[src/design/constants.svh]
// ----------------------------------------------------------------------
// RV32I opcode and funct field constants
// Covers the integer subset that the pipeline decodes
// ----------------------------------------------------------------------
`ifndef CONSTANTS_SVH
`define CONSTANTS_SVH

// Major opcodes
localparam opcode_t OPCODE_OP     = 7'b0110011;
localparam opcode_t OPCODE_OPIMM  = 7'b0010011;
localparam opcode_t OPCODE_LOAD   = 7'b0000011;
localparam opcode_t OPCODE_STORE  = 7'b0100011;
localparam opcode_t OPCODE_BRANCH = 7'b1100011;
localparam opcode_t OPCODE_JAL    = 7'b1101111;
localparam opcode_t OPCODE_JALR   = 7'b1100111;

// funct3 encodings
localparam logic [2:0] F3_ADD_SUB = 3'b000;
localparam logic [2:0] F3_OR      = 3'b110;
localparam logic [2:0] F3_AND     = 3'b111;
localparam logic [2:0] F3_ADDI    = 3'b000;
localparam logic [2:0] F3_LW      = 3'b010;
localparam logic [2:0] F3_SW      = 3'b010;
localparam logic [2:0] F3_BEQ     = 3'b000;
localparam logic [2:0] F3_BNE     = 3'b001;

// funct7 that turns ADD into SUB
localparam logic [6:0] F7_SUB     = 7'b0100000;

`endif

[src/design/pipe_pkg.sv]
// ----------------------------------------------------------------------
// Shared types for the five-stage pipeline
// Width typedefs, forwarding and ALU enums, opcode constants
// ----------------------------------------------------------------------
package pipe_pkg;

    // Data and instruction word
    typedef logic [31:0] word_t;

    // Register index into x0..x31
    typedef logic [4:0] reg_idx_t;

    // Major opcode field
    typedef logic [6:0] opcode_t;

    // Source of an EX operand
    typedef enum logic [1:0] {
        FWD_NONE = 2'b00,
        FWD_MEM  = 2'b01,
        FWD_WB   = 2'b10
    } fwd_sel_t;

    // Operations the EX stage ALU performs
    typedef enum logic [2:0] {
        ALU_ADD,
        ALU_SUB,
        ALU_AND,
        ALU_OR,
        ALU_PASS_B
    } alu_op_t;

    // Opcode and funct constants sit on top of opcode_t
    `include "constants.svh"

endpackage

[src/design/reg_file.sv]
`timescale 1ns/1ps
// ----------------------------------------------------------------------
// Integer register file
// 31 storage registers with x0 fixed at zero, two combinational
// read ports and one write port with write-before-read bypass
// ----------------------------------------------------------------------
module reg_file import pipe_pkg::*; (
    input  logic     clk,
    input  logic     rst,
    input  reg_idx_t ra1,
    input  reg_idx_t ra2,
    output word_t    rd1,
    output word_t    rd2,
    input  logic     we,
    input  reg_idx_t wa,
    input  word_t    wd
);

    // No storage behind x0
    word_t regs [1:31];

    // Same-cycle write shows through so decode never waits on WB
    function automatic word_t read_port(input reg_idx_t ra);
        if (ra == '0) begin
            read_port = '0;
        end else if (we && (wa == ra)) begin
            read_port = wd;
        end else begin
            read_port = regs[ra];
        end
    endfunction

    always_ff @(posedge clk) begin
        if (rst) begin
            for (int i = 1; i < 32; i++) begin
                regs[i] <= '0;
            end
        end else if (we && (wa != '0)) begin
            regs[wa] <= wd;
        end
    end

    always_comb begin
        rd1 = read_port(ra1);
        rd2 = read_port(ra2);
    end

endmodule

[config.mk]
export PLATFORM = sky130hd
export DESIGN_NAME = reg_file
export DESIGN_NICKNAME = d
export VERILOG_FILES = /design/src/design/pipe_pkg.sv /design/src/design/reg_file.sv
export VERILOG_INCLUDE_DIRS = /design/src /design/src/design
export SDC_FILE = /design/constraint.sdc
export NUM_CORES = 2
export LEC_CHECK = 0
export BUFFER_PORTS_ARGS = -buffer_cell sky130_fd_sc_hd__buf_4
export CAP_MARGIN = 5
export CORE_MARGIN = 2
export CORE_UTILIZATION = 30
export CTS_CLUSTER_SIZE = 40
export DETAILED_ROUTE_END_ITERATION = 16
export GPL_ROUTABILITY_DRIVEN = 1
export GPL_TIMING_DRIVEN = 0
export SYNTH_ARGS = -nofsm -noshare
export SYNTH_HDL_FRONTEND = slang
export SYNTH_SLANG_ARGS = --single-unit
[constraint.sdc]
create_clock -name clk -period 2.8 [get_ports clk]
set_input_delay 0.14 -clock clk [delete_from_list [all_inputs] [get_ports clk]]
set_output_delay 0.14 -clock clk [all_outputs]
set_load 0.005 [all_outputs]
## After elaboration in Yosys (flattened, before gate mapping)

Memories as Yosys holds them, arrays and structs flattened.
Cells that the tools add are included.

| word-level totals | value |
|---|---|
| register bits after elaboration | 0 |
| bits in writable memories | 992 |
| input bits | 50 |
| output and inout bits | 64 |
| logic and storage cells | 22 |
| memories | 1 |

| cells by class | value |
|---|---|
| equal/unequal tests | 2 |
| multiplexer cells | 12 |
| reductions and logical operators | 7 |

Memory list:

| memory | depth | bits a word | read ports | clocked after Yosys merged registers in | write ports | RTL line | RTL |
|---|---|---|---|---|---|---|---|
| regs | 31 | 32 | 2 | 0 | 31 | reg_file.sv:20 | `word_t regs [1:31];` |

Operators by type and width:

| kind | count |
|---|---|
| 32-bit two-way mux | 5 |
| 32-bit OR reduction | 1 |
| 5-bit == test | 2 |
| 5-bit zero test | 2 |
| 1-bit two-way mux | 6 |
| 5-bit two-way mux | 1 |
| 5-bit nonzero test | 1 |
| 1-bit logical AND | 3 |

## Depth between registers and ports, before layout

| logic depth | value |
|---|---|
| word-level depth | 7 |
| gate-level depth with buffers | 10 |

## Worst setup path before layout

OpenSTA, ideal clock, no wires.

| path | value |
|---|---|
| kind | input-to-output |
| start | in ra1[0] |
| end | out rd1[10] |
| data arrival time | 1.935 ns |
| required time | 2.660 ns |
| path slack | 0.725 ns |
| cell stages on the path | 9 |
| cell sequence | buf_2 buf_6 buf_2 buf_2 mux2i_1 o22ai_1 a2111oi_0 a21oi_1 a22o_1 |

| between the ends | value |
|---|---|
| longest elaborated chain between the ends | 4 |

RTL lines:

| item | RTL line | RTL |
|---|---|---|
| start, declared | reg_file.sv:10 | `input reg_idx_t ra1,` |
| branches (longest 3 deep; another with memory 31 x 32 bit) | -- |  |
| 32-bit two-way mux * | reg_file.sv:24 | `if (ra == '0) begin` |
| end, declared | reg_file.sv:12 | `output word_t rd1,` |

Mark *: on every way between the ends.

==> impl_metrics.prom <==
# TYPE chip_impl_metric gauge
chip_impl_metric{name="setup_viol",unit=""} 122
chip_impl_metric{name="drt_pre_antenna_iters",unit=""} 6
chip_impl_metric{name="synth_area_per_cell",unit="um^2"} 14.63
chip_impl_metric{name="row_count",unit=""} 156
chip_impl_metric{name="fin_crit_sh",unit="%"} 105.5
chip_impl_info{name="dominantRegCellSynth",value="sky130_fd_sc_hd__edfxtp_1"} 1
chip_impl_metric{name="seq_area_frac_synth",unit="%"} 56.19
chip_impl_metric{name="post_synth_instance_area",unit="um^2"} 54720
chip_impl_metric{name="layout.nets",unit=""} 4117
chip_impl_metric{name="cts_inserted_buffers",unit=""} 114
chip_impl_info{name="timing.hold.worst_endpoint",value="regs[0][5]"} 1
chip_impl_metric{name="post_layout_nonfiller_instances",unit=""} 6537
chip_impl_metric{name="achievable-frequency",unit="MHz"} 338.5
chip_impl_metric{name="ctsLongestPathBuffers",unit=""} 3
chip_impl_info{name="violations",value="setup timing"} 1
chip_impl_info{name="cts_tree",value="done"} 1
chip_impl_metric{name="global_route.usage.total",unit="%"} 25.87
chip_impl_info{name="critical_path.slowest_cell",value="sky130_fd_sc_hd__mux4_2"} 1
chip_impl_metric{name="number_of_flip_flops_under_the_largest_register_name",unit=""} 1024
chip_impl_metric{name="power.density_cell_area",unit="nW/um^2"} 606.4
chip_impl_metric{name="hpwlAfterDp",unit="um"} 173600
chip_impl_metric{name="worstPathArrival",unit="ns"} 2.81
chip_impl_metric{name="layout-drive-gt1-share",unit="%"} 26.75
chip_impl_info{name="worstSetupStartpointType",value="register"} 1
chip_impl_info{name="grt_setup_unrepaired",value="true"} 1
chip_impl_metric{name="maxSlewViolCount",unit=""} 0
chip_impl_metric{name="num_vias",unit=""} 39129
chip_impl_info{name="crit_type",value="reg2out"} 1
chip_impl_metric{name="grt_start_max_net_pins",unit=""} 33
chip_impl_metric{name="netlist_instances",unit=""} 3741
chip_impl_metric{name="antenna_violations_before_repair",unit=""} 11
chip_impl_metric{name="netlist-cell-type-count",unit=""} 51
chip_impl_info{name="cell_by_cell_trace_of_the_critical_path",value="buf_4 > mux4_2 > a22oi_2 > a21oi_1 > a221o_2 > buf_6"} 1
chip_impl_metric{name="starting_utilization_of_the_core_area",unit="%"} 30.24
chip_impl_metric{name="io_pins",unit=""} 114
chip_impl_metric{name="cellLeakagePower",unit="nW"} 22.56
chip_impl_metric{name="place_area",unit="um^2"} 58890
chip_impl_metric{name="crit_fanout",unit=""} 2
chip_impl_metric{name="slowest_delay",unit="ns"} 0.45
chip_impl_metric{name="synth-async-reset-ratio",unit="%"} 0
chip_impl_metric{name="finalWorstSetupSlack",unit="ns"} -0.1541
chip_impl_metric{name="flow.area_growth_from_synthesis",unit="%"} 18.81
chip_impl_metric{name="initialDrtViolationCount",unit=""} 6023
chip_impl_metric{name="ir_drop",unit="mV"} 0.4709
chip_impl_metric{name="post-layout-total-power",unit="mW"} 39.42
chip_impl_metric{name="wl_per_cell",unit="um"} 37.51
chip_impl_info{name="outcome",value="finished with violations"} 1
chip_impl_info{name="hold_path.class",value="in2reg"} 1
chip_impl_info{name="regMostFlops",value="regs"} 1
chip_impl_metric{name="vias_in_the_first_global_route",unit=""} 38333
chip_impl_metric{name="grt_first_pass_wirelength",unit="um"} 325800
chip_impl_metric{name="h-tree-depth",unit=""} 3
chip_impl_metric{name="whs_path_depth",unit=""} 2
chip_impl_info{name="netlist_top_cells_area",value="sky130_fd_sc_hd__edfxtp_1, sky130_fd_sc_hd__mux4_2, sky130_fd_sc_hd__and2_1"} 1
chip_impl_metric{name="synth_warnings",unit=""} 0
chip_impl_info{name="hold_path_start",value="wd[5]"} 1
chip_impl_metric{name="io_buffers",unit=""} 101
chip_impl_metric{name="max_cap_violations",unit=""} 0
chip_impl_metric{name="core_util_final",unit="%"} 35.93
chip_impl_metric{name="place_congestion",unit=""} 1.012
chip_impl_metric{name="clock-sinks",unit=""} 1024
chip_impl_metric{name="min_period",unit="ns"} 2.954
chip_impl_metric{name="route.antenna.remaining_nets",unit=""} 0
chip_impl_metric{name="holdWs",unit="ns"} 0.2366
chip_impl_info{name="cell_accounting_for_the_most_synthesized_area",value="sky130_fd_sc_hd__edfxtp_1"} 1
chip_impl_metric{name="worst_pin_slew",unit="ns"} 1.300
chip_impl_metric{name="grt.overflow.total",unit=""} 0
chip_impl_metric{name="cp.required",unit="ns"} 2.66
chip_impl_metric{name="totalWireLength",unit="um"} 245200
chip_impl_metric{name="count_of_flip_flops_with_a_built_in_enable_after_synthesis",unit=""} 1024
chip_impl_metric{name="finalHoldViolCount",unit=""} 0
chip_impl_metric{name="dpl.cell_count",unit=""} 6269
chip_impl_metric{name="die-area",unit="um^2"} 185800
chip_impl_metric{name="routed_via_density",unit=""} 5.986
chip_impl_metric{name="post-route-cell-area",unit="um^2"} 65010
chip_impl_metric{name="coreArea",unit="um^2"} 180900
chip_impl_metric{name="floorplan.die.height",unit="um"} 431.1
chip_impl_metric{name="ys_ff_latch",unit=""} 1024
chip_impl_info{name="clock_tree.root_cell",value="sky130_fd_sc_hd__clkbuf_16"} 1
chip_impl_metric{name="slew_margin_rel",unit="%"} 13.33
chip_impl_metric{name="post-route-drc-count",unit=""} 0
chip_impl_metric{name="fp.dieW",unit="um"} 431.1
chip_impl_info{name="critical_path_endpoint_category",value="primary output"} 1
chip_impl_info{name="layout_top_registers",value="regs: 1024 flops"} 1
chip_impl_metric{name="fraction_of_post_synthesis_cell_area_in_the_top_cell_type_by_area",unit="%"} 56.19
chip_impl_metric{name="path_clk_slew",unit="ns"} 0.06
==> cells in the mapped netlist, types with 2 or more instances <==
| cell type | count |
|---|---|
| sky130_fd_sc_hd__or2_2 | 33 |
| sky130_fd_sc_hd__nand2b_1 | 3 |
| sky130_fd_sc_hd__clkbuf_1 | 302 |
| sky130_fd_sc_hd__buf_2 | 69 |
| sky130_fd_sc_hd__o22a_1 | 3 |
| sky130_fd_sc_hd__o22ai_1 | 41 |
| sky130_fd_sc_hd__o221ai_1 | 42 |
| sky130_fd_sc_hd__a211o_1 | 2 |
| sky130_fd_sc_hd__inv_1 | 2 |
| sky130_fd_sc_hd__nand3b_1 | 4 |
| sky130_fd_sc_hd__a32oi_1 | 9 |
| sky130_fd_sc_hd__a22o_1 | 55 |
| sky130_fd_sc_hd__and2_1 | 994 |
| sky130_fd_sc_hd__mux2i_1 | 281 |
| sky130_fd_sc_hd__o31ai_1 | 4 |
| sky130_fd_sc_hd__mux4_2 | 388 |
| sky130_fd_sc_hd__buf_4 | 21 |
| sky130_fd_sc_hd__edfxtp_1 | 1024 |
| sky130_fd_sc_hd__a2111oi_0 | 24 |
| sky130_fd_sc_hd__xnor2_1 | 10 |
| sky130_fd_sc_hd__nand2_1 | 37 |
| sky130_fd_sc_hd__nand3_1 | 11 |
| sky130_fd_sc_hd__a21oi_1 | 78 |
| sky130_fd_sc_hd__buf_6 | 6 |
| sky130_fd_sc_hd__and2_0 | 2 |
| sky130_fd_sc_hd__or3_1 | 2 |
| sky130_fd_sc_hd__buf_1 | 16 |
| sky130_fd_sc_hd__o21ai_0 | 9 |
| sky130_fd_sc_hd__nor2_1 | 45 |
| sky130_fd_sc_hd__nor2b_1 | 5 |
| sky130_fd_sc_hd__a22oi_1 | 133 |
| sky130_fd_sc_hd__nor3_1 | 3 |
| sky130_fd_sc_hd__o211ai_1 | 10 |
| sky130_fd_sc_hd__o32ai_1 | 4 |
| sky130_fd_sc_hd__or3b_2 | 2 |
| sky130_fd_sc_hd__nand4_1 | 2 |
| sky130_fd_sc_hd__a31oi_1 | 7 |
| sky130_fd_sc_hd__a211oi_1 | 7 |
| sky130_fd_sc_hd__o221a_2 | 18 |
| sky130_fd_sc_hd__a221o_1 | 13 |
| sky130_fd_sc_hd__o2111ai_1 | 3 |
| sky130_fd_sc_hd__a221oi_1 | 4 |
| sky130_fd_sc_hd__mux2_2 | 5 |
==> power breakdown <==
part	leakage (nW)	total (mW)	internal, mW	switching (mW)
registers	9.75	18.2	17.7	0.433
logic	11.0	6.03	2.27	3.75
clock network	1.79	15.2	8.58	6.65
==> area by class of cell <==
type / count / area (um^2)
Clock buffer: 134 / 2992
Buffer: 409 / 2333
Fill cell: 17076 / 115900
Inverter: 2 / 7.507
Clock inverter: 79 / 650.6
Multi-Input combinational cell: 2332 / 23620
Tap cell: 2370 / 2965
Sequential cell: 1024 / 30750
Antenna cell: 3 / 7.507
Timing Repair Buffer: 184 / 1689
==> cell families (layout without fill, tap and decap cells) <==
logic type,after synthesis,count (layout),share of synthesized area (%)
DFF,1024,1024,56.19
buffers and inverters,416,808,3.238
muxes,674,674,21.21
xor gates and xnor gates,10,10,0.1600
other,1,35,0.006853
AOI/OAI and AO/OA,469,469,6.452
and+or+nand+nor,1147,1147,12.74
==> worst max-delay path, delay by kind of cell, from the launching register on <==
kind	cells	cell delay (ns)
DFF	1	0.38
buffers and inverters	2	0.30
muxes	1	0.45
AOI/OAI and AO/OA	3	0.95
==> placed cells by master (no fill, tap or decap), types with 22 or more instances in the layout <==
cell / synthesis / layout
sky130_fd_sc_hd__a2111oi_4: 0 / 23
sky130_fd_sc_hd__conb_1: 1 / 32
sky130_fd_sc_hd__a22o_1: 55 / 22
sky130_fd_sc_hd__and2_1: 994 / 994
sky130_fd_sc_hd__buf_6: 6 / 56
sky130_fd_sc_hd__buf_4: 21 / 149
sky130_fd_sc_hd__clkinv_2: 0 / 29
sky130_fd_sc_hd__clkbuf_2: 0 / 56
sky130_fd_sc_hd__or2_2: 33 / 33
sky130_fd_sc_hd__edfxtp_1: 1024 / 1024
sky130_fd_sc_hd__dlygate4sd3_1: 0 / 32
sky130_fd_sc_hd__a22oi_1: 133 / 116
sky130_fd_sc_hd__a22o_4: 0 / 26
sky130_fd_sc_hd__nor2_1: 45 / 43
sky130_fd_sc_hd__mux2i_1: 281 / 256
sky130_fd_sc_hd__clkbuf_16: 0 / 117
sky130_fd_sc_hd__clkbuf_4: 0 / 32
sky130_fd_sc_hd__mux4_2: 388 / 388
sky130_fd_sc_hd__o22ai_1: 41 / 40
sky130_fd_sc_hd__buf_2: 69 / 22
sky130_fd_sc_hd__a21oi_1: 78 / 49
sky130_fd_sc_hd__clkbuf_1: 302 / 231
sky130_fd_sc_hd__clkinv_1: 0 / 32
sky130_fd_sc_hd__nand2_1: 37 / 35
sky130_fd_sc_hd__a21oi_2: 0 / 27
sky130_fd_sc_hd__o221ai_1: 42 / 41
==> per-layer routing <==
layer / vias up / global-route usage (%) / share of wire, %
met1: 20356 / 31.60 / 36
met3: 746 / 6.482 / 11
met4: 12 / 22.71 / 11
met5: - / 0 / 0.033
met2: 2867 / 38.04 / 43
li1: 15148 / - / -
==> repair_timing <==
| item | CTS | global route |
|---|---|---|
| endpoints found under the hold margin | 64 | 0 |
| cloned | 0 | 0 |
| buffers inserted | 19 | 4 |
| endpoints found under the setup margin | 64 | 57 |
| pin swaps | 80 | 18 |
| resized for setup | 459 | 69 |
| hold buffers | 32 | 0 |
==> worst max path at each step <==
| stage | cells after the start | slack (ns) | to | from |
|---|---|---|---|---|
| 2_1_floorplan | 9 | 0.72 | rd1[10] | ra1[0] |
| 3_3_place_gp | 10 | -2.60 | rd1[21] | ra1[3] |
| 3_5_place_dp | 10 | -1.63 | rd1[29] | ra1[3] |
| 4_1_cts | 7 | -0.14 | rd1[25] | regs[13][25] |
| 5_1_grt | 7 | -0.15 | rd1[25] | regs[13][25] |
| 6_report | 6 | -0.15 | rd2[19] | regs[13][19] |
==> stage by stage <==
step / setup WS [ns] / setup TNS [ns]
2_1_floorplan: 0.7245 / 0
3_3_place_gp: -2.600 / -397.57
3_5_place_dp: -1.627 / -380.65
4_1_cts: -0.1447 / -2.216
5_1_grt: -0.1548 / -2.748
6_report: -0.1541 / -5.706
(Power assumes the default switching activity.)
