==> config.mk <==
export PLATFORM = sky130hd
export DESIGN_NAME = hazard_unit_flat
export DESIGN_NICKNAME = d
export VERILOG_FILES = /design/src/design/pipe_pkg.sv /design/src/design/hazard_if.sv /design/src/design/hazard_unit.sv /design/src/flat_wrapper.sv
export VERILOG_INCLUDE_DIRS = /design/src /design/src/design
export SDC_FILE = /design/constraint.sdc
export NUM_CORES = 1
export LEC_CHECK = 0
export ABC_AREA = 1
export BUFFER_PORTS_ARGS = -buffer_cell sky130_fd_sc_hd__buf_4
export CORE_AREA = 2 2 39 41
export DETAILED_ROUTE_END_ITERATION = 8
export DIE_AREA = 0 0 41 43
export GPL_TIMING_DRIVEN = 0
export PLACE_DENSITY = 0.9
export SETUP_SLACK_MARGIN = 0.3
export SYNTH_ARGS = -nofsm -noshare
export SYNTH_HDL_FRONTEND = slang
export SYNTH_SLANG_ARGS = --single-unit
==> constraint.sdc <==
create_clock -name vclk -period 2.4
set_clock_uncertainty 0.2 [all_clocks]
set_input_delay 0.6 -clock vclk [all_inputs]
set_output_delay 0.6 -clock vclk [all_outputs]
set_load 0.05 [all_outputs]
==> src/design/constants.svh <==
// ----------------------------------------------------------------------
// RV32I opcode and funct field constants
// Covers the integer subset that the pipeline decodes
// ----------------------------------------------------------------------
`ifndef CONSTANTS_SVH
`define CONSTANTS_SVH

// Major opcodes
localparam opcode_t OPCODE_OP     = 7'b0110011;
localparam opcode_t OPCODE_OPIMM  = 7'b0010011;
localparam opcode_t OPCODE_LOAD   = 7'b0000011;
localparam opcode_t OPCODE_STORE  = 7'b0100011;
localparam opcode_t OPCODE_BRANCH = 7'b1100011;
localparam opcode_t OPCODE_JAL    = 7'b1101111;
localparam opcode_t OPCODE_JALR   = 7'b1100111;

// funct3 encodings
localparam logic [2:0] F3_ADD_SUB = 3'b000;
localparam logic [2:0] F3_OR      = 3'b110;
localparam logic [2:0] F3_AND     = 3'b111;
localparam logic [2:0] F3_ADDI    = 3'b000;
localparam logic [2:0] F3_LW      = 3'b010;
localparam logic [2:0] F3_SW      = 3'b010;
localparam logic [2:0] F3_BEQ     = 3'b000;
localparam logic [2:0] F3_BNE     = 3'b001;

// funct7 that turns ADD into SUB
localparam logic [6:0] F7_SUB     = 7'b0100000;

`endif

==> src/design/pipe_pkg.sv <==
// ----------------------------------------------------------------------
// Shared types for the five-stage pipeline
// Width typedefs, forwarding and ALU enums, opcode constants
// ----------------------------------------------------------------------
package pipe_pkg;

    // Data and instruction word
    typedef logic [31:0] word_t;

    // Register index into x0..x31
    typedef logic [4:0] reg_idx_t;

    // Major opcode field
    typedef logic [6:0] opcode_t;

    // Source of an EX operand
    typedef enum logic [1:0] {
        FWD_NONE = 2'b00,
        FWD_MEM  = 2'b01,
        FWD_WB   = 2'b10
    } fwd_sel_t;

    // Operations the EX stage ALU performs
    typedef enum logic [2:0] {
        ALU_ADD,
        ALU_SUB,
        ALU_AND,
        ALU_OR,
        ALU_PASS_B
    } alu_op_t;

    // Opcode and funct constants sit on top of opcode_t
    `include "constants.svh"

endpackage

==> src/design/hazard_if.sv <==
`timescale 1ns/1ps
// ----------------------------------------------------------------------
// Hazard bus between the datapath and the hazard unit
// Carries stage register indexes up and pipeline control back down
// ----------------------------------------------------------------------
interface hazard_if import pipe_pkg::*; ();

    // Decode stage sources, zero when the field is not a register read
    reg_idx_t d_rs1;
    reg_idx_t d_rs2;

    // ID/EX contents
    reg_idx_t e_rs1;
    reg_idx_t e_rs2;
    reg_idx_t e_rd;
    logic     e_memren;
    logic     e_redirect;

    // EX/MEM and MEM/WB destinations
    reg_idx_t m_rd;
    logic     m_regwren;
    reg_idx_t w_rd;
    logic     w_regwren;

    // Pipeline control, all combinational
    logic     stall_if;
    logic     ifid_wren;
    logic     ifid_flush;
    logic     idex_flush;
    fwd_sel_t rs1_sel;
    fwd_sel_t rs2_sel;

    modport datapath (
        output d_rs1, d_rs2, e_rs1, e_rs2, e_rd, e_memren, e_redirect,
        output m_rd, m_regwren, w_rd, w_regwren,
        input  stall_if, ifid_wren, ifid_flush, idex_flush, rs1_sel, rs2_sel
    );

    modport hazard (
        input  d_rs1, d_rs2, e_rs1, e_rs2, e_rd, e_memren, e_redirect,
        input  m_rd, m_regwren, w_rd, w_regwren,
        output stall_if, ifid_wren, ifid_flush, idex_flush, rs1_sel, rs2_sel
    );

endinterface

==> src/design/hazard_unit.sv <==
`timescale 1ns/1ps
// ----------------------------------------------------------------------
// Pipeline hazard unit
// Detects load-use hazards and wrong-path instructions and
// chooses the forwarding source for both EX operands
// Purely combinational so control acts on the next edge
// ----------------------------------------------------------------------
module hazard_unit import pipe_pkg::*; (
    hazard_if.hazard hz
);

    logic load_use;
    logic stall;

    // Newest producer wins
    // x0 is never treated as written so it never forwards
    function automatic fwd_sel_t fwd_src(
        input reg_idx_t rs,
        input reg_idx_t m_rd,
        input logic     m_we,
        input reg_idx_t w_rd,
        input logic     w_we
    );
        if (m_we && (m_rd != '0) && (m_rd == rs)) begin
            fwd_src = FWD_MEM;
        end else if (w_we && (w_rd != '0) && (w_rd == rs)) begin
            fwd_src = FWD_WB;
        end else begin
            fwd_src = FWD_NONE;
        end
    endfunction

    // ------------------------------------------------------------------
    // Load-use detection
    // ------------------------------------------------------------------

    // Load data only exists after MEM
    // A consumer right behind the load has to wait one cycle
    assign load_use = hz.e_memren && (hz.e_rd != '0) &&
                      ((hz.e_rd == hz.d_rs1) || (hz.e_rd == hz.d_rs2));

    // A redirect in EX discards the consumer anyway
    assign stall = load_use && !hz.e_redirect;

    // ------------------------------------------------------------------
    // Stall, bubble and flush
    // ------------------------------------------------------------------

    // Hold PC and IF/ID while the load finishes
    assign hz.stall_if  = stall;
    assign hz.ifid_wren = !stall;

    // Taken branch or jump kills the two younger instructions
    assign hz.ifid_flush = hz.e_redirect;

    // Bubble into EX on a stall as well as on a redirect
    assign hz.idex_flush = load_use || hz.e_redirect;

    // ------------------------------------------------------------------
    // Operand forwarding
    // ------------------------------------------------------------------

    // MEM holds an ALU result, WB holds the final writeback value
    always_comb begin
        hz.rs1_sel = fwd_src(hz.e_rs1, hz.m_rd, hz.m_regwren, hz.w_rd, hz.w_regwren);
        hz.rs2_sel = fwd_src(hz.e_rs2, hz.m_rd, hz.m_regwren, hz.w_rd, hz.w_regwren);
    end

endmodule

==> src/flat_wrapper.sv <==
// flat-port wrapper written by rule: the top's interface ports become plain ports
module hazard_unit_flat import pipe_pkg::*;
  (hz_d_rs1, hz_d_rs2, hz_e_rs1, hz_e_rs2, hz_e_rd, hz_e_memren, hz_e_redirect, hz_m_rd, hz_m_regwren, hz_w_rd, hz_w_regwren, hz_stall_if, hz_ifid_wren, hz_ifid_flush, hz_idex_flush, hz_rs1_sel, hz_rs2_sel);
  hazard_if hz_i ();
  input wire logic [$bits(hz_i.d_rs1)-1:0] hz_d_rs1;
  input wire logic [$bits(hz_i.d_rs2)-1:0] hz_d_rs2;
  input wire logic [$bits(hz_i.e_rs1)-1:0] hz_e_rs1;
  input wire logic [$bits(hz_i.e_rs2)-1:0] hz_e_rs2;
  input wire logic [$bits(hz_i.e_rd)-1:0] hz_e_rd;
  input wire logic [$bits(hz_i.e_memren)-1:0] hz_e_memren;
  input wire logic [$bits(hz_i.e_redirect)-1:0] hz_e_redirect;
  input wire logic [$bits(hz_i.m_rd)-1:0] hz_m_rd;
  input wire logic [$bits(hz_i.m_regwren)-1:0] hz_m_regwren;
  input wire logic [$bits(hz_i.w_rd)-1:0] hz_w_rd;
  input wire logic [$bits(hz_i.w_regwren)-1:0] hz_w_regwren;
  output wire logic [$bits(hz_i.stall_if)-1:0] hz_stall_if;
  output wire logic [$bits(hz_i.ifid_wren)-1:0] hz_ifid_wren;
  output wire logic [$bits(hz_i.ifid_flush)-1:0] hz_ifid_flush;
  output wire logic [$bits(hz_i.idex_flush)-1:0] hz_idex_flush;
  output wire logic [$bits(hz_i.rs1_sel)-1:0] hz_rs1_sel;
  output wire logic [$bits(hz_i.rs2_sel)-1:0] hz_rs2_sel;
  assign hz_i.d_rs1 = hz_d_rs1;
  assign hz_i.d_rs2 = hz_d_rs2;
  assign hz_i.e_rs1 = hz_e_rs1;
  assign hz_i.e_rs2 = hz_e_rs2;
  assign hz_i.e_rd = hz_e_rd;
  assign hz_i.e_memren = hz_e_memren;
  assign hz_i.e_redirect = hz_e_redirect;
  assign hz_i.m_rd = hz_m_rd;
  assign hz_i.m_regwren = hz_m_regwren;
  assign hz_i.w_rd = hz_w_rd;
  assign hz_i.w_regwren = hz_w_regwren;
  assign hz_stall_if = hz_i.stall_if;
  assign hz_ifid_wren = hz_i.ifid_wren;
  assign hz_ifid_flush = hz_i.ifid_flush;
  assign hz_idex_flush = hz_i.idex_flush;
  assign hz_rs1_sel = hz_i.rs1_sel;
  assign hz_rs2_sel = hz_i.rs2_sel;
  hazard_unit u_core (.hz(hz_i));
endmodule
; ---- Word level (Yosys, flattened, before mapping)
; Cells that the tools add are included.
[word_totals]
ff_bits = 0
inputBits = 39
output_inout_bits = 8
word_cells = 26
[op_classes]
n_eq_ne = 6
n_mux = 4
reduce_logical = 16
[op_table]
columns = op, count
row1 = $eq 5x5->1, 6
row2 = $reduce_bool 5->1, 3
row3 = $logic_and 1x1->1, 9
row4 = $mux 2, 4
row5 = $logic_not 1->1, 2
row6 = $logic_or 1x1->1, 2

; ---- Longest topological paths before layout
[logic_depth]
word_depth = 5
depth_mapped = 8
ltp_nobuf = 8

; ---- Least setup slack after synthesis
; Ideal clock, no wire load.
[synth_timing]
path_kind = input to output
from = input hz_e_rs1[1]
to = output hz_rs1_sel[1]
arrival_ps = 1942
required_ps = 1600
setup_slack_ps = -342
path_stages = 4
n_path_buf = 0
path_cell_list = xnor2_1 nand2_1 nor3_2 nor2_1
[synth_between]
elab_chain_len = 4
elab_cells_between_ends = 6
classes_between = eq/ne (2) / mux (2) / reduce/logical (2)
[synth_lines]
columns = element, line
row1 = "start, declared", flat_wrapper.sv:7  ; input wire logic [$bits(hz_i.e_rs1)-1:0] hz_e_rs1;
row2 = $eq 5x5->1, hazard_unit.sv:26  ; end else if (w_we && (w_rd != '0) && (w_rd == rs)) begin
row3 = $logic_and 1x1->1, hazard_unit.sv:26
row4 = $mux 2, hazard_unit.sv:26
row5 = $mux 2 *, hazard_unit.sv:24  ; if (m_we && (m_rd != '0) && (m_rd == rs)) begin
row6 = "end, declared", flat_wrapper.sv:20  ; output wire logic [$bits(hz_i.rs1_sel)-1:0] hz_rs1_sel;
; Every way passes the cells marked *; elsewhere a longest branch is shown, timed or not.

; ---- Final worst setup path
[layout_timing]
from = input hz_e_rs1[0]
to = output hz_rs1_sel[1]
; Same word-level chain as after synthesis.

==> results by stage <==
Route:
- The post-detailed-route count of antenna-violating nets is 0.
- In the final routed layout, each cell accounts on average for 12.15 µm.
- The number of remaining DRC errors is 0.
- The number of detailed-routing iterations run before antenna repair is 4.
- The detailed-route wire length is 1969 µm.
- The mean number of vias per cell is 4.883.
- For this block, the via count after detailed routing is 791.
- After the first detailed-routing iteration, the DRC count stood at 1.

Synthesis:
- After synthesis, flip-flops and latches occupy 0% of the total area.
- Yosys mapped the design onto 18 distinct sky130hd cell types.
- The number of nets in the synthesized netlist is 138.
- The largest area contributor in the netlist is sky130_fd_sc_hd__xnor2_1.
- The number of instances in the synthesized netlist is 99.
- A synthesized cell averages 5.447 µm².
- The area of the mapped netlist is 539.3 µm².
- The number of warnings printed during yosys synthesis is 0.
- The area share of the largest cell type after synthesis is 25.99%.
- Yosys attributes the largest share of cell area to sky130_fd_sc_hd__xnor2_1, sky130_fd_sc_hd__nand2_1, sky130_fd_sc_hd__xor2_1.

Power and ir drop:
- The clock network is responsible for 0% of the overall power.
- In this run, the combinational gates consume 100.0% of the power.
- The worst IR drop on VDD is 0.0001221 V.
- The internal portion of total power is 0.0001238 W.
- The analysis attributes to net switching a power of around 0.00011 W.
- The cell leakage power is 0.6331 nW.
- For this design the ratio of total power to cell area is 184.6 nW/µm².
- The switching part of the total power is 47.25%.
- The share of total power dissipated in sequential elements is 0%.

STA:
- Setup repair after global routing could not meet its margin everywhere.
- Setup violations remaining at the end of the flow were counted as 0.
- The number of hold-slack violations in the final timing report is 0.
- The worst path in the final design needs a cycle of 2.255 ns, including I/O delays and setup.
- The slew at the pin with the worst max-slew slack is 0.2316 ns.
- The final number of max-transition violations is 0.
- The timing-limited maximum frequency is 443.5 MHz.
- The final critical path takes up about 94% of the cycle.
- Setup total negative slack on the finished layout was measured at 0 ns.
- Measured against its own limit, the worst slew margin works out to 84.51%.

Setup path:
- In this design, the largest share of critical-path delay is due to simple AND/OR/NAND/NOR gates.
- STA classifies the critical path startpoint as a primary input.
- The largest stage delay on the critical path is 0.19 ns.
- STA classifies the critical path endpoint as an output pin.
- The kind of critical path is primary input to output pin.
- The signal arrival time at the worst endpoint is around 1.5 ns.
- The biggest fanout along the worst timing path is 2.
- The number of buffers and inverters on the critical path is 2.
- The critical path goes through buf_4 > xor2_1 > nor3_1 > nand2_1 > nor2_4 > buf_8.
- The instance count on the critical path is 6.
- The worst path required time is 1.60 ns.
- For this design, the slowest cell found on the critical path is sky130_fd_sc_hd__nor3_1.

Die:
- The number of placed I/O pins is 47.
- In this run the core area contains 14 standard-cell rows.
- The starting utilization of the core area is between 30% and 40%.
- The standard cell core area is 1384 µm².
- Measured along the x axis, the die boundary spans 41 µm.
- The floorplan step defined a die boundary enclosing 1763 µm².
- From bottom edge to top edge, the die measures 43 µm.

Placed design:
- The count of port buffers added during placement is 47.
- Routability-driven placement finished with a final weighted congestion of roughly 0.74.
- The placed instances occupy a cell area of 997.2 µm².
- The HPWL after detailed placement is around 1500 µm.

GRT:
- The number of global-route vias before repair is 761.
- Entering global routing, the biggest net connects 5 pins.
- For this run the aggregate overflow at the end of global routing stands at 0.
- In this run the most used layer during global routing was met2.
- Global routing consumed, over all layers together, 21.71% of the routing resources.
- The first-pass GRT wire length is 2801 µm.
- Global routing consumed, on the met2 layer, between 40 and 50% of the routing resources.
- Global routing used 22.58% of the available met1 tracks.
- The initial antenna violation count was 0.
- The fraction of met3 tracks used by global routing is between 1 and 1.5%.

Min path:
- The tightest min-delay check is of the primary input to output pin type.
- The cell depth of the worst min-delay path is 3.

Layout:
- The share of cells above drive strength 1 is 69.86%.
- The number of flip-flops and latches is 0.
- The number of fill cells is 56.
- The finished cells cover around 1300 µm².
- After the last flow step, the layout net total stands at roughly 190.
- The number of diodes added for antenna fixing is 0.
- The clock buffer instance count of the final layout is 0.
- The combined flip-flop and latch cell area is 0 µm².
- Relative to the synthesized area, the layout overhead comes to 135.7%.

Status:
- The run finished with clean final reports.

Clock tree:
- The post-CTS setup buffer count is 0.

Job:
- Max-cap violations in this run came to 0.
==> cells by family after synthesis <==
logic type,share of synthesized area [%]
simple gates,48.96
xor+xnor,35.73
buf+inv,11.83
compound gates,3.479
==> stage by stage <==
| step | worst slack (ns) | hold slack, ns | cells | utilization (%) | total power (W) |
|---|---|---|---|---|---|
| after floorplan | 0.02971 | 1.059 | 99 | - | 0.00009547 |
| after detailed placement | 0.05076 | 1.319 | 162 | 72.06 | 0.0001818 |
| final | 0.1451 | 1.283 | 162 | 91.86 | 0.0002346 |
| after global placement | 0.06798 | 1.313 | 162 | 72.06 | 0.0001768 |
| after CTS | 0.1401 | 1.287 | 162 | 86.08 | 0.0002177 |
| after global routing | 0.04113 | 1.293 | 162 | 91.86 | 0.0002507 |
==> layer usage <==
layer	part of all wire (%)	wire length [µm]
met1	33	659
met2	56	1095
met3	8.1	159
met4	2.8	55
met5	0	0
==> area by class of cell <==
class	instances	area (µm²)	share of cell area, %
Timing Repair Buffer	47	480.5	37.80
Buffer	1	7.507	0.5906
Tap cell	16	20.02	1.575
Multi-Input combinational cell	83	699.4	55.02
Inverter	15	63.81	5.020
==> synth_stat cells, drive strengths merged <==
cell type and count:
buf 1, clkinv 1, inv 14, nand2 33
nand3 5, nand4 1, nor2 15, nor3 4
o21ai 3, xnor2 16, xor2 6
==> layout by cell type, fill, tap and decap left out, types with 2 or more instances in the layout <==
cell | synthesis | layout
sky130_fd_sc_hd__buf_6 | 0 | 12
sky130_fd_sc_hd__xor2_2 | 0 | 2
sky130_fd_sc_hd__inv_1 | 9 | 6
sky130_fd_sc_hd__xnor2_1 | 16 | 4
sky130_fd_sc_hd__nand2_2 | 4 | 13
sky130_fd_sc_hd__xnor2_2 | 0 | 12
sky130_fd_sc_hd__inv_4 | 0 | 3
sky130_fd_sc_hd__xor2_1 | 6 | 4
sky130_fd_sc_hd__nand3_2 | 1 | 4
sky130_fd_sc_hd__inv_2 | 5 | 5
sky130_fd_sc_hd__buf_4 | 1 | 25
sky130_fd_sc_hd__nor2_2 | 3 | 3
sky130_fd_sc_hd__nor3_4 | 0 | 2
sky130_fd_sc_hd__nand2_1 | 29 | 19
sky130_fd_sc_hd__buf_8 | 0 | 11
sky130_fd_sc_hd__nor2_1 | 12 | 6
sky130_fd_sc_hd__nor2_4 | 0 | 6
==> power by group through the flow <==
| stage | Sequential (W) | Clock [W] | Combinational [W] |
|---|---|---|---|
| 6_report | 0 | 0 | 0.000235 |
| 5_1_grt | 0 | 0 | 0.000251 |
| 4_1_cts | 0 | 0 | 0.000218 |
| 3_5_place_dp | 0 | 0 | 0.000182 |
| 3_3_place_gp | 0 | 0 | 0.000177 |
| 2_1_floorplan | 0 | 0 | 0.0000955 |
==> worst paths after layout <==
path | end | slack [ns] | startpoint
worst max-delay path | hz_rs1_sel[1] | 0.15 | hz_e_rs1[0]
worst min-delay path | hz_stall_if | 1.28 | hz_e_redirect
==> repair_timing <==
| action | in CTS | in global routing |
|---|---|---|
| hold endpoints to repair | 0 | 0 |
| gates cloned | 0 | 0 |
| gates resized for setup | 52 | 19 |
| setup endpoints to repair | 7 | 7 |
| hold buffers | 0 | 0 |
| pin swaps | 26 | 11 |
(Power assumes the default switching activity.)
